==> config.mk <==
export PLATFORM = sky130hd
export DESIGN_NAME = control_unit
export DESIGN_NICKNAME = d
export VERILOG_FILES = /design/src/cu_ctrl_pkg.sv /design/src/cu_isa_pkg.sv /design/src/control_unit.sv /design/src/control_word_table.sv /design/src/phase_sequencer.sv /design/src/routine_decoder.sv
export SDC_FILE = /design/constraint.sdc
export NUM_CORES = 1
export LEC_CHECK = 0
export BUFFER_PORTS_ARGS = -buffer_cell sky130_fd_sc_hd__buf_2
export CAP_MARGIN = 20
export CORE_MARGIN = 1.5
export CORE_UTILIZATION = 51
export DETAILED_ROUTE_END_ITERATION = 8
export PLACE_DENSITY = 0.76
export SLEW_MARGIN = 10
export SYNTH_ARGS = -nofsm -noshare
export SYNTH_HDL_FRONTEND = slang
export SYNTH_SLANG_ARGS = --single-unit
==> constraint.sdc <==
create_clock -name clk -period 2.33 [get_ports clk]
set_input_delay 0.233 -clock clk [delete_from_list [all_inputs] [get_ports clk]]
set_output_delay 0.233 -clock clk [all_outputs]
set_load 0.02 [all_outputs]
==> src/cu_ctrl_pkg.sv <==
package cu_ctrl_pkg;

	typedef enum logic [3:0] {
		sel_dr = 4'b0000,
		sel_pr = 4'b0001,
		sel_sr = 4'b0010,
		sel_cdr = 4'b0011,
		sel_r = 4'b0100,
		sel_tr = 4'b0101,
		sel_a = 4'b0110,
		sel_b = 4'b0111,
		sel_c = 4'b1000,
		sel_ac = 4'b1001,
		sel_dram = 4'b1010,
		sel_iram = 4'b1011,
		sel_drtr = 4'b1100,	// DR and TR together form a full address
		sel_acinv = 4'b1101,
		sel_none = 4'b1111
	} mux_sel_t;

	typedef enum logic [3:0] {
		load_off, load_pc, load_ir, load_ar, load_dr, load_pr, load_sr,
		load_cdr, load_r, load_tr, load_a, load_b, load_c, load_ac
	} load_sel_t;

	// codes 3 to 5 stay reserved for the A, B and C increments
	typedef enum logic [2:0] {
		inc_off = 3'b000,
		inc_pc = 3'b001,
		inc_r = 3'b010,
		inc_ac = 3'b110,
		inc_ar = 3'b111
	} inc_sel_t;

	typedef enum logic [1:0] {
		alu_inactive = 2'b00,
		alu_mul = 2'b01,
		alu_add = 2'b10,
		alu_sub = 2'b11
	} alu_op_t;

	typedef enum logic [4:0] {
		rt_nop, rt_clac, rt_ldac, rt_stac,
		rt_mvr_sr, rt_mvr_cdr, rt_mvr_a,
		rt_mvac_a, rt_mvac_b, rt_mvac_c, rt_mvac_cdr, rt_mvac_sr, rt_mvac_pr, rt_mvac_r,
		rt_mul, rt_add_cdr, rt_add_sr, rt_sub_r, rt_sub_cdr,
		rt_jpnz_taken, rt_jpnz_not_taken, rt_incac, rt_halt
	} routine_t;

	typedef enum logic [1:0] {ph_idle, ph_start, ph_fetch, ph_exec} phase_t;

	typedef logic [3:0] step_t;

	typedef enum logic [1:0] {act_step, act_to_exec, act_to_fetch, act_to_idle} next_act_t;

	localparam step_t fetch_last_step = 4'd3;

endpackage

==> src/cu_isa_pkg.sv <==
package cu_isa_pkg;

	localparam int opcode_w = 4;
	localparam int operand_w = 4;
	localparam int instr_w = opcode_w + operand_w;	// opcode in the upper nibble

	typedef enum logic [opcode_w-1:0] {
		op_nop = 4'b0000,
		op_clac = 4'b0001,
		op_ldac = 4'b0010,
		op_stac = 4'b0011,
		op_mvr = 4'b0100,
		op_mvac = 4'b0101,
		op_mul = 4'b0110,
		op_add = 4'b0111,
		op_sub = 4'b1000,
		op_jpnz = 4'b1001,
		op_incac = 4'b1010,
		op_end = 4'b1111
	} opcode_t;

	// direct addressing shares code 0 with the register operands below
	typedef enum logic [operand_w-1:0] {
		opd_direct = 4'b0000,
		opd_a = 4'b0001,
		opd_b = 4'b0010,
		opd_c = 4'b0011,
		opd_sr = 4'b0100,
		opd_cdr = 4'b0101,
		opd_pr = 4'b0110,
		opd_r = 4'b0111
	} operand_t;

endpackage
==> src/control_unit.sv <==
module control_unit (
	input logic clk,
	input logic reset,
	input logic [cu_isa_pkg::instr_w-1:0] instruction,
	input logic zflag,
	input logic start,
	output cu_ctrl_pkg::mux_sel_t mux_sig,
	output cu_ctrl_pkg::load_sel_t load_sig,
	output cu_ctrl_pkg::inc_sel_t inc_sig,
	output cu_ctrl_pkg::alu_op_t alu_sig,
	output logic busy,
	output logic rst_pc,
	output logic clear_ac,
	output logic iram_read,
	output logic iram_write,
	output logic dram_read,
	output logic dram_write
);
	import cu_ctrl_pkg::*;

	phase_t phase;
	step_t step;
	routine_t routine;
	next_act_t next_act;

	// port names match the local nets one to one
	routine_decoder u_decoder (.*);

	phase_sequencer u_sequencer (.*);

	control_word_table u_table (.*);

endmodule

==> src/control_word_table.sv <==
module control_word_table (
	input cu_ctrl_pkg::phase_t phase,
	input cu_ctrl_pkg::step_t step,
	input cu_ctrl_pkg::routine_t routine,
	output cu_ctrl_pkg::mux_sel_t mux_sig,
	output cu_ctrl_pkg::load_sel_t load_sig,
	output cu_ctrl_pkg::inc_sel_t inc_sig,
	output cu_ctrl_pkg::alu_op_t alu_sig,
	output logic rst_pc,
	output logic clear_ac,
	output logic iram_read,
	output logic iram_write,
	output logic dram_read,
	output logic dram_write,
	output cu_ctrl_pkg::next_act_t next_act
);
	import cu_ctrl_pkg::*;

	always_comb
	begin
		mux_sig = sel_none;
		load_sig = load_off;
		inc_sig = inc_off;
		alu_sig = alu_inactive;
		rst_pc = 1'b0;
		clear_ac = 1'b0;
		iram_read = 1'b0;
		iram_write = 1'b0;
		dram_read = 1'b0;
		dram_write = 1'b0;
		next_act = act_step;
		case (phase)
			ph_start: rst_pc = 1'b1;
			ph_fetch:
			begin
				case (step)
					4'd0: iram_read = 1'b1;
					4'd1:
					begin
						mux_sig = sel_iram;
						load_sig = load_dr;
					end
					4'd2:
					begin
						mux_sig = sel_dr;
						load_sig = load_ir;
						inc_sig = inc_pc;
					end
					default: next_act = act_step;
				endcase
				if (step == fetch_last_step)
					next_act = act_to_exec;	// last step is a quiet decode cycle
			end
			ph_exec:
			begin
				next_act = act_to_fetch;	// most routines finish in one step
				case (routine)
					rt_ldac, rt_stac, rt_jpnz_taken:
					begin
						// the first steps read the address byte after the opcode
						case (step)
							4'd0: iram_read = 1'b1;
							4'd1, 4'd3:
							begin
								mux_sig = sel_iram;
								load_sig = load_dr;
							end
							4'd2:
							begin
								mux_sig = sel_dr;
								load_sig = (routine == rt_jpnz_taken) ? load_pc : load_tr;
								inc_sig = (routine == rt_jpnz_taken) ? inc_off : inc_pc;
								iram_read = (routine != rt_jpnz_taken);
							end
							4'd4:
							begin
								mux_sig = sel_drtr;
								load_sig = load_ar;
								inc_sig = inc_pc;
								dram_read = (routine == rt_ldac);
							end
							4'd5:
							begin
								mux_sig = (routine == rt_ldac) ? sel_dram : sel_ac;
								load_sig = load_dr;
								dram_write = (routine == rt_stac);
							end
							4'd6:
							begin
								mux_sig = (routine == rt_ldac) ? sel_dr : sel_acinv;
								load_sig = (routine == rt_ldac) ? load_tr : load_dr;
								inc_sig = inc_ar;
								dram_read = (routine == rt_ldac);
								dram_write = (routine == rt_stac);
							end
							4'd7:
							begin
								mux_sig = sel_dram;
								load_sig = load_dr;
							end
							default:
							begin
								mux_sig = sel_drtr;	// second data byte joins the first in AC
								load_sig = load_ac;
							end
						endcase
						if ((routine == rt_ldac && step != 4'd8) ||
							(routine == rt_stac && step != 4'd6) ||
							(routine == rt_jpnz_taken && step != 4'd2))
							next_act = act_step;
					end
					rt_clac: clear_ac = 1'b1;
					rt_jpnz_not_taken: inc_sig = inc_pc;	// skip the unused target byte
					rt_incac: inc_sig = inc_ac;
					rt_halt: next_act = act_to_idle;
					default:
					begin
						case (routine)
							rt_mvr_sr, rt_add_sr: mux_sig = sel_sr;
							rt_mvr_cdr, rt_add_cdr, rt_sub_cdr: mux_sig = sel_cdr;
							rt_mvr_a: mux_sig = sel_a;
							rt_mul: mux_sig = sel_pr;
							rt_sub_r: mux_sig = sel_r;
							rt_nop: mux_sig = sel_none;
							default: mux_sig = sel_ac;	// every MVAC drives AC onto the bus
						endcase
						case (routine)
							rt_mvr_sr, rt_mvr_cdr, rt_mvr_a: load_sig = load_ac;
							rt_mvac_a: load_sig = load_a;
							rt_mvac_b: load_sig = load_b;
							rt_mvac_c: load_sig = load_c;
							rt_mvac_cdr: load_sig = load_cdr;
							rt_mvac_sr: load_sig = load_sr;
							rt_mvac_pr: load_sig = load_pr;
							rt_mvac_r: load_sig = load_r;
							default: load_sig = load_off;
						endcase
						case (routine)
							rt_mul: alu_sig = alu_mul;
							rt_add_sr, rt_add_cdr: alu_sig = alu_add;
							rt_sub_r, rt_sub_cdr: alu_sig = alu_sub;
							default: alu_sig = alu_inactive;
						endcase
					end
				endcase
			end
			default: next_act = act_step;
		endcase
	end

endmodule

==> src/phase_sequencer.sv <==
module phase_sequencer (
	input logic clk,
	input logic reset,
	input logic start,
	input cu_ctrl_pkg::next_act_t next_act,
	output cu_ctrl_pkg::phase_t phase,
	output cu_ctrl_pkg::step_t step,
	output logic busy
);
	import cu_ctrl_pkg::*;

	always_ff @(posedge clk)
	begin
		if (reset)
		begin
			phase <= ph_idle;
			step <= '0;
		end
		else
		begin
			case (phase)
				ph_idle:
					if (start)
						phase <= ph_start;	// strobes outside idle are simply dropped
				ph_start:
				begin
					phase <= ph_fetch;
					step <= '0;
				end
				default:
				begin
					if (next_act == act_step)
						step <= step + 4'd1;
					else
						step <= '0;
					case (next_act)
						act_to_exec: phase <= ph_exec;
						act_to_fetch: phase <= ph_fetch;
						act_to_idle: phase <= ph_idle;
						default: phase <= phase;
					endcase
				end
			endcase
		end
	end

	// busy already falls in the halt step, one cycle before idle
	assign busy = (phase != ph_idle) && (next_act != act_to_idle);

endmodule

==> src/routine_decoder.sv <==
module routine_decoder (
	input logic clk,
	input logic reset,
	input logic [cu_isa_pkg::instr_w-1:0] instruction,
	input logic zflag,
	input cu_ctrl_pkg::phase_t phase,
	input cu_ctrl_pkg::step_t step,
	output cu_ctrl_pkg::routine_t routine
);
	import cu_isa_pkg::*;
	import cu_ctrl_pkg::*;

	opcode_t opcode;
	operand_t operand;
	routine_t decoded;

	assign opcode = opcode_t'(instruction[instr_w-1 -: opcode_w]);
	assign operand = operand_t'(instruction[operand_w-1:0]);

	always_comb
	begin
		decoded = rt_halt;	// any pair not listed below stops the program
		case (opcode)
			op_nop: decoded = rt_nop;
			op_clac: decoded = rt_clac;
			op_ldac:
				if (operand == opd_direct)
					decoded = rt_ldac;
			op_stac:
				if (operand == opd_direct)
					decoded = rt_stac;
			op_mvr:
				case (operand)
					opd_sr: decoded = rt_mvr_sr;
					opd_cdr: decoded = rt_mvr_cdr;
					opd_a: decoded = rt_mvr_a;
					default: decoded = rt_halt;
				endcase
			op_mvac:
				case (operand)
					opd_a: decoded = rt_mvac_a;
					opd_b: decoded = rt_mvac_b;
					opd_c: decoded = rt_mvac_c;
					opd_cdr: decoded = rt_mvac_cdr;
					opd_sr: decoded = rt_mvac_sr;
					opd_pr: decoded = rt_mvac_pr;
					opd_r: decoded = rt_mvac_r;
					default: decoded = rt_halt;
				endcase
			op_mul: decoded = rt_mul;
			op_add:
				case (operand)
					opd_cdr: decoded = rt_add_cdr;
					opd_sr: decoded = rt_add_sr;
					default: decoded = rt_halt;
				endcase
			op_sub:
				case (operand)
					opd_r: decoded = rt_sub_r;
					opd_cdr: decoded = rt_sub_cdr;
					default: decoded = rt_halt;
				endcase
			op_jpnz: decoded = zflag ? rt_jpnz_not_taken : rt_jpnz_taken;	// jump while nonzero
			op_incac: decoded = rt_incac;
			op_end: decoded = rt_halt;
			default: decoded = rt_halt;
		endcase
	end

	always_ff @(posedge clk)
	begin
		if (reset)
			routine <= rt_halt;
		else if (phase == ph_fetch && step == fetch_last_step)
			routine <= decoded;	// IR is loaded by now, so dispatch here
	end

endmodule

==> results.toml, run 1 <==
[cts]
htree_levels = 1
clk_pin_slew_ns = 0.07
cts_hold_buf = 0
numCtsBuffers = 3
tritoncts = "yes"
clock_latency_ns = 0.26
root_buffer = "clkbuf_8"
cts.sinks = 19
ctsLongestPathBuffers = 2

[placement]
io_buffers = 30
place.gp.congestion = 0.912
dp_hpwl_mm = 4.12
dp_slack_ns = 0.179

[synth]
ys_seq_elements = 19
synthArstFlopShare = 0
avgSynthCellArea_um2 = 7.06
synth.net_count = 301
yosysWarningCount = 0
synth_area_leaders = "dfxtp_1, nor2_1, a21oi_1"
synth_edf_count = 0
yosysUniqueCellTypes = 67
synth_cells = 282
ys_seq_area_frac = 0.191
yosysTopAreaCell = "dfxtp_1"
synth_flop_cell = "dfxtp_1"
syn_area_mm2 = 0.00199
synth_top_area_frac = 0.191

[drt]
drtAntennaViolNets = 0
drc = 0
vias = 2288
first_iter_violations = 279
via_per_inst = 6.43
routed_wl_mm = 5.53
wire_per_inst_um = 15.5
first_pass_iters = 5

[grt]
first_global_vias = 1875
grt_remaining_overflow = 0
antenna_found_initial = 0
grt_start_max_net_pins = 16
track_usage = 0.261
grt_pass1_wl_mm = 8.79

[die]
pin_count = 32
start_util = 0.536
die_width_um = 65.5
dieArea_mm2 = 0.00429
core-area_mm2 = 0.00372
fp.dieH_um = 65.5
rows = 22

[min_path]
min_path_type = "in -> reg"

[worst_setup_path]
path_class = "reg -> out"
endpoint_kind = "primary output"
startpoint_type = "flop"
crit_path_max_fanout = 5
critPathArrivalTime_ns = 2.06
required_ns = 2.10

[timing]
skew_ns = 0.00442
fin_setup_tns_ns = 0
slew_violations = 0
period_share = 0.984
hold_viol_final = 0
setup_ws_ns = 0.0363
rsz0062_at_grt = "yes"
clock.fmax_mhz = 436
finalCriticalPeriod_ns = 2.29
final-setup-viol-count = 0

[power]
swShare = 0.352
power.leakage_nw = 0.920
clockPowerShare = 0.255
p_switching_mw = 0.315
internal_power_mw = 0.578
p_comb_frac = 0.350
p_per_area_mw_per_mm2 = 381
seqPwrFrac = 0.395
vdd_drop_max_uv = 204

[finish]
final_nets = 328
insertedDiodeCount = 0
fill_cells = 356
syn_to_final_growth_pct = 17.6
drive_above_1_share = 0.269
utilization = 0.630

[run_status]
status = "completed"

[run]
cap_violations = 0
synthesized netlist by cell type (all sizes together), types with 3 or more instances:
| cell type | number |
|---|---|
| and3 | 3 |
| inv | 14 |
| dfxtp | 19 |
| o21ai | 15 |
| o211ai | 4 |
| or2 | 3 |
| or3 | 3 |
| buf | 6 |
| clkbuf | 18 |
| nor3 | 17 |
| xnor2 | 3 |
| nand2 | 18 |
| a31o | 3 |
| nand3 | 9 |
| a31oi | 8 |
| nand2b | 10 |
| nor2 | 32 |
| ha | 7 |
| a21oi | 18 |
| nor2b | 8 |
| nor4 | 5 |
| a211oi | 5 |
metrics by stage:
| stage | hold slack (ns) | area (µm²) | power (mW) | std cells |
|---|---|---|---|---|
| final | 0.281 | 2340 | 0.893 | 356 |
| after floorplan | 0.439 | 1990 | 0.569 | 282 |
| after global placement | 0.543 | 2210 | 0.649 | 351 |
| after global routing | 0.303 | 2340 | 0.940 | 356 |
| after detailed placement | 0.553 | 2210 | 0.656 | 351 |
| after CTS | 0.283 | 2270 | 0.880 | 355 |
power groups by stage:
stage,Combinational (mW),Sequential (mW),Clock (mW)
finish,0.313,0.352,0.228
global placement,0.293,0.356,0
global route,0.341,0.354,0.245
floorplan,0.218,0.350,0
CTS,0.299,0.351,0.230
detailed placement,0.298,0.358,0
metal layers:
layer	vias up	wire length, µm	GRT usage
li1	1099	-	-
met2	130	2560	0.408
met5	-	0	0
met3	29	388	0.0377
met1	1030	2390	0.357
met4	0	193	0.112
layout make-up:
type / instances / area (µm²) / share of cell area
Clock buffer: 3 / 41.3 / 0.0176
Clock inverter: 1 / 5.00 / 0.00214
Inverter: 14 / 55.1 / 0.0235
Multi-Input combinational cell: 225 / 1510 / 0.646
Sequential cell: 19 / 389 / 0.166
Tap cell: 48 / 60.1 / 0.0256
Timing Repair Buffer: 46 / 279 / 0.119
critical path, stage by stage (launching register included):
cell,delay [ns]
dfxtp_2,0.32
or2_4,0.26
or3_4,0.37
and3_4,0.20
o31a_1,0.24
a221o_1,0.27
buf_6,0.13
cells by family (layout without fill, tap and decap cells):
| group | after synthesis | after routing | synth area share |
|---|---|---|---|
| flip-flops | 19 | 19 | 0.191 |
| other | 1 | 1 | 0.00188 |
| buffers and inverters | 38 | 64 | 0.0804 |
| AO/OA/AOI/OAI | 87 | 87 | 0.316 |
| XOR/XNOR | 5 | 5 | 0.0220 |
| adder cells (fa/ha/maj) | 9 | 9 | 0.0546 |
| AND/OR/NAND/NOR | 123 | 123 | 0.334 |
what timing repair did:
action | 4_1_cts | 5_1_grt
buffers inserted | 0 | 1
setup endpoints to repair | 4 | 9
pin swaps | 0 | 4
gates resized for setup | 4 | 23
final timing paths:
| path | from | endpoint | slack (ns) | depth (start not counted) |
|---|---|---|---|---|
| worst min register to register | u_sequencer.step[0]$_SDFFE_PP0N_ | u_sequencer.step[0]$_SDFFE_PP0N_ | 0.62 | 3 |
| worst min-delay path | start | u_sequencer.phase[0]$_SDFFE_PP0P_ | 0.28 | 3 |
| worst max-delay path | u_decoder.routine[3]$_SDFFE_PP0P_ | load_sig[2] | 0.04 | 6 |
| worst max register to register | u_sequencer.phase[0]$_SDFFE_PP0P_ | u_sequencer.step[2]$_SDFFE_PP0N_ | 0.27 | 9 |
cells in the final DEF (no fill, tap or decap), types with 3 or more instances in the layout:
master	n
o21ai_0	15
a21oi_1	17
nand2_1	18
nor2_1	29
buf_2	28
inv_1	11
buf_4	17
nor4_1	5
nor3_2	4
ha_1	5
a211oi_1	5
nand3_1	9
nand2b_1	9
a31oi_1	8
clkbuf_8	3
dfxtp_1	14
nor3_1	13
dfxtp_2	4
xnor2_1	3
o211ai_1	4
nor2b_1	7
(Power assumes the default switching activity.)
==> run 2: changes to the inputs <==
--- a/config.mk
+++ b/config.mk
@@ -5,12 +5,15 @@
 export SDC_FILE = /design/constraint.sdc
 export NUM_CORES = 1
 export LEC_CHECK = 0
+export ABC_AREA = 0
 export BUFFER_PORTS_ARGS = -buffer_cell sky130_fd_sc_hd__buf_2
 export CAP_MARGIN = 20
 export CORE_MARGIN = 1.5
 export CORE_UTILIZATION = 51
+export CTS_CLUSTER_SIZE = 8
 export DETAILED_ROUTE_END_ITERATION = 8
 export PLACE_DENSITY = 0.76
+export REMOVE_ABC_BUFFERS = 1
 export SLEW_MARGIN = 10
 export SYNTH_ARGS = -nofsm -noshare
 export SYNTH_HDL_FRONTEND = slang
==> run 2 against run 1 <==
  * Core utilization about the same
  * Sequential power down 1%
  * Wire length fell by 4.7%
  * Largest cell class unchanged
==> results.toml, run 2 (synthesized netlist as in run 1, its figures left out) <==
[run_status]
status = "completed"

[finish]
insertedDiodeCount = 0
drive_above_1_share = 0.265
utilization = 0.630
layout_commonest_cell = "nor2_1"
syn_to_final_growth_pct = 17.5
fin_cells = 357
final_nets = 329
final_cell_mix = "nor2_1, buf_2, a21oi_1"

[placement]
dpl.cell_count = 349
place.gp.congestion = 1.00
dp_hpwl_mm = 3.93
io_buffers = 30

[power]
p_per_area_mw_per_mm2 = 381
vdd_drop_max_uv = 236
power_mw = 0.891
power.leakage_nw = 0.928

[worst_setup_path]
startpoint_type = "flop"
endpoint_kind = "primary output"
required_ns = 2.10
crit_path_max_fanout = 5
critPathArrivalTime_ns = 2.08
path_class = "reg -> out"

[grt]
grt_start_max_net_pins = 15
first_global_vias = 1935
grt_util_met2 = 0.413
global_route.usage.met1 = 0.352
grt_pass1_wl_mm = 8.74
antenna_found_initial = 0
top_usage_layer = "met2"
grt_remaining_overflow = 0
use_met3 = 0.0394
track_usage = 0.258

[cts]
tritoncts = "yes"
ctsLongestPathBuffers = 2
clk_pin_slew_ns = 0.07
numCtsBuffers = 3
root_buffer = "clkbuf_8"
cts.sinks = 19
htree_levels = 1
clock_latency_ns = 0.26

[die]
start_util = 0.536
dieArea_mm2 = 0.00429
core-area_mm2 = 0.00372
rows = 22
fp.dieH_um = 65.5
pin_count = 32
die_width_um = 65.5

[timing]
clock.fmax_mhz = 432
finalCriticalPeriod_ns = 2.32
hold_viol_final = 0
skew_ns = 0.00347
timing.hold.ws_ns = 0.276
period_share = 0.994
rsz0062_at_grt = "yes"
slew_violations = 0
final-setup-viol-count = 0

[drt]
first_iter_violations = 247
vias = 2235
wire_per_inst_um = 14.8
via_per_inst = 6.26
drc = 0
first_pass_iters = 4
routed_wl_mm = 5.27
drtAntennaViolNets = 0

[run]
cap_violations = 0

[min_path]
min_path_type = "in -> reg"
## run 2: stage by stage
| stage | setup TNS [ns] | setup WS, ns | area, µm² |
|---|---|---|---|
| floorplan | 0 | 0.0517 | 1890 |
| global placement | 0 | 0.207 | 2190 |
| detailed placement | 0 | 0.182 | 2190 |
| CTS | 0 | 0.0103 | 2270 |
| global route | -0.0448 | -0.0436 | 2340 |
| finish | 0 | 0.0141 | 2340 |
## run 2: what timing repair did
item / in CTS / in global routing
endpoints found under the setup margin: 1 / 9
setup buffers: 0 / 4
hold buffers: 0 / 0
pin swaps: 1 / 5
resized for setup: 6 / 17
## run 2: layout make-up
class | count | area [µm²]
Inverter | 14 | 55.1
Tap cell | 48 | 60.1
Multi-Input combinational cell | 225 | 1500
Clock buffer | 3 | 41.3
Sequential cell | 19 | 390
Clock inverter | 1 | 7.51
Fill cell | 366 | 1380
Timing Repair Buffer | 47 | 290
## run 2: critical path, cell delays in order, from the launching register on
cell and delay [ns]:
dfxtp_2 0.32, or2_4 0.26, or3_4 0.40, and3_4 0.17
o31a_1 0.27, a221o_1 0.28, buf_6 0.14
## run 2: routing by layer
layer  vias up  share of wire
met5         -              0
met4         0          0.012
met3         8          0.059
met2        96           0.47
met1      1040           0.46
li1       1091              -
## run 2: power breakdown
part | switching (mW) | internal [mW]
logic | 0.187 | 0.123
clock network | 0.113 | 0.120
registers | 0.0120 | 0.335
total | 0.312 | 0.579
## run 2: worst paths after layout
| kind | start | endpoint | slack [ns] | cells after the start |
|---|---|---|---|---|
| setup / recovery | u_decoder.routine[3]$_SDFFE_PP0P_ | load_sig[2] | 0.01 | 6 |
| hold / removal | start | u_sequencer.phase[0]$_SDFFE_PP0P_ | 0.28 | 3 |
| setup reg to reg | u_sequencer.step[2]$_SDFFE_PP0N_ | flop | 0.24 | 7 |
| hold reg to reg | u_sequencer.step[1]$_SDFFE_PP0N_ | u_sequencer.step[1]$_SDFFE_PP0N_ | 0.65 | 3 |
==> run 3: changes to the inputs <==
--- a/config.mk
+++ b/config.mk
@@ -8,11 +8,12 @@
 export ABC_AREA = 0
 export BUFFER_PORTS_ARGS = -buffer_cell sky130_fd_sc_hd__buf_2
 export CAP_MARGIN = 20
+export CORE_ASPECT_RATIO = 1.4
 export CORE_MARGIN = 1.5
 export CORE_UTILIZATION = 51
 export CTS_CLUSTER_SIZE = 8
 export DETAILED_ROUTE_END_ITERATION = 8
-export PLACE_DENSITY = 0.76
+export PLACE_DENSITY = 0.78
 export REMOVE_ABC_BUFFERS = 1
 export SLEW_MARGIN = 10
 export SYNTH_ARGS = -nofsm -noshare
==> run 3 against run 2 <==
  * Register-to-register slack worse by 0.10 ns
  * Sequential power about the same
  * Critical path type unchanged
  * Maximum frequency up 0.63%
  * Hold slack better by 0.015 ns
  * Total power down 1.3%
  * Sequential cell count unchanged
  * Highest routed layer unchanged
==> results.toml, run 3 (synthesized netlist as in run 1, its figures left out) <==
[finish]
final_cell_mix = "nor2_1, buf_2, a21oi_1, nand2_1, dfxtp_1"
final_nets = 328
insertedDiodeCount = 0
layout_commonest_cell = "nor2_1"
utilization = 0.622
syn_to_final_growth_pct = 15.8
drive_above_1_share = 0.237

[worst_setup_path]
required_ns = 2.10
crit_end = "mux_sig[0]"
crit_start = "u_sequencer.step[0]$_SDFFE_PP0N_"
endpoint_kind = "primary output"
path_cells = "inv_1 > ha_1 > buf_4 > or2_2 > a31oi_1 > nor3_1 > a21oi_1 > a21oi_1 > buf_2"
critical_path.top_delay_family = "compound AO/OA/AOI/OAI gates"
crit_path_max_fanout = 13
path_class = "reg -> out"
max_stage_delay_ns = 0.35
r2r_cells = 7
reg2reg_setup_slack_ns = 0.14
cp_common_cell = "a21oi_1"
critPathArrivalTime_ns = 2.07
cp_slowest_cell = "dfxtp_2"
startpoint_type = "flop"
cp_num_cells = 9
cp_num_buf_inv = 3
r2r_start = "u_sequencer.step[1]$_SDFFE_PP0N_"

[grt]
grt_pass1_wl_mm = 9.52
first_global_vias = 2168
track_usage = 0.268
grt_remaining_overflow = 0
antenna_found_initial = 0
grt_start_max_net_pins = 15

[timing]
period_share = 0.988
skew_ns = 0.00276
final-setup-viol-count = 0
tightest_slew_ns = 0.499
hold_viol_final = 0
rsz0062_at_grt = "yes"
slew_violations = 0
finalCriticalPeriod_ns = 2.30
clock.fmax_mhz = 435
slew_headroom = 0.667

[die]
die_width_um = 55.8
core-area_mm2 = 0.00371
rows = 26
dieArea_mm2 = 0.00430
start_util = 0.537
pin_count = 32
fp.dieH_um = 76.9

[cts]
clock_latency_ns = 0.26
cts.sinks = 19
clk_pin_slew_ns = 0.06
numCtsBuffers = 3
htree_levels = 1
tritoncts = "yes"
cts_hold_buf = 0
ctsLongestPathBuffers = 2
root_buffer = "clkbuf_8"

[drt]
drtAntennaViolNets = 0
vias = 2241
wire_per_inst_um = 16.1
first_iter_violations = 151
drc = 0
first_pass_iters = 4
via_per_inst = 6.40
routed_wl_mm = 5.63

[run_status]
status = "completed"

[placement]
io_buffers = 30
dp_hpwl_mm = 4.37
place.gp.congestion = 1.02

[run]
cap_violations = 0

[power]
p_per_area_mw_per_mm2 = 381
vdd_drop_max_uv = 342
power_mw = 0.879
power.leakage_nw = 0.918

[min_path]
min_path_type = "in -> reg"
run 3: cell type report:
| cell class | instances | area (µm²) |
|---|---|---|
| clock buffers | 4 | 45.0 |
| fillers | 357 | 1400 |
| inverters | 14 | 55.1 |
| multi-input cells | 225 | 1490 |
| flip-flops and latches | 19 | 383 |
| well taps | 42 | 52.6 |
| repair buffers | 46 | 283 |
run 3: worst min path at each step:
stage / start / endpoint / cells after the start
detailed placement: start / u_sequencer.phase[0]$_SDFFE_PP0P_ / 3
CTS: start / u_sequencer.phase[0]$_SDFFE_PP0P_ / 3
global placement: start / u_sequencer.phase[0]$_SDFFE_PP0P_ / 3
global route: reset / u_sequencer.step[1]$_SDFFE_PP0N_ / 2
floorplan: reset / u_sequencer.step[2]$_SDFFE_PP0N_ / 1
finish: start / u_sequencer.phase[0]$_SDFFE_PP0P_ / 3
run 3: what timing repair did:
action,in CTS,in global routing
setup buffers,1,0
gates resized for setup,3,13
setup endpoints to repair,1,8
pin swaps,1,3
run 3: tightest hold or removal path, cell delays in order:
cell and delay (ns):
buf_2 0.08, o22ai_1 0.06, a21oi_1 0.13
run 3: power by group:
group          switching [mW]  internal [mW]
Sequential             0.0111          0.337
Combinational           0.189          0.119
Clock                   0.102          0.122
run 3: per-layer routing:
metal / part of all wire / vias up / global-route usage
li1: - / 1090 / -
met1: 0.40 / 1028 / 0.293
met2: 0.52 / 102 / 0.485
met3: 0.041 / 21 / 0.0169
met4: 0.043 / 0 / 0.181
met5: 0 / - / 0
run 3: through the flow:
step	hold WS (ns)	cells	instance area [µm²]	setup slack [ns]	setup TNS [ns]
floorplan	0.302	258	1890	0.0517	0
global placement	0.556	345	2200	0.205	0
detailed placement	0.554	345	2200	0.160	0
CTS	0.283	350	2260	0.0184	0
global route	0.298	350	2310	-0.0709	-0.265
finish	0.292	350	2310	0.0286	0
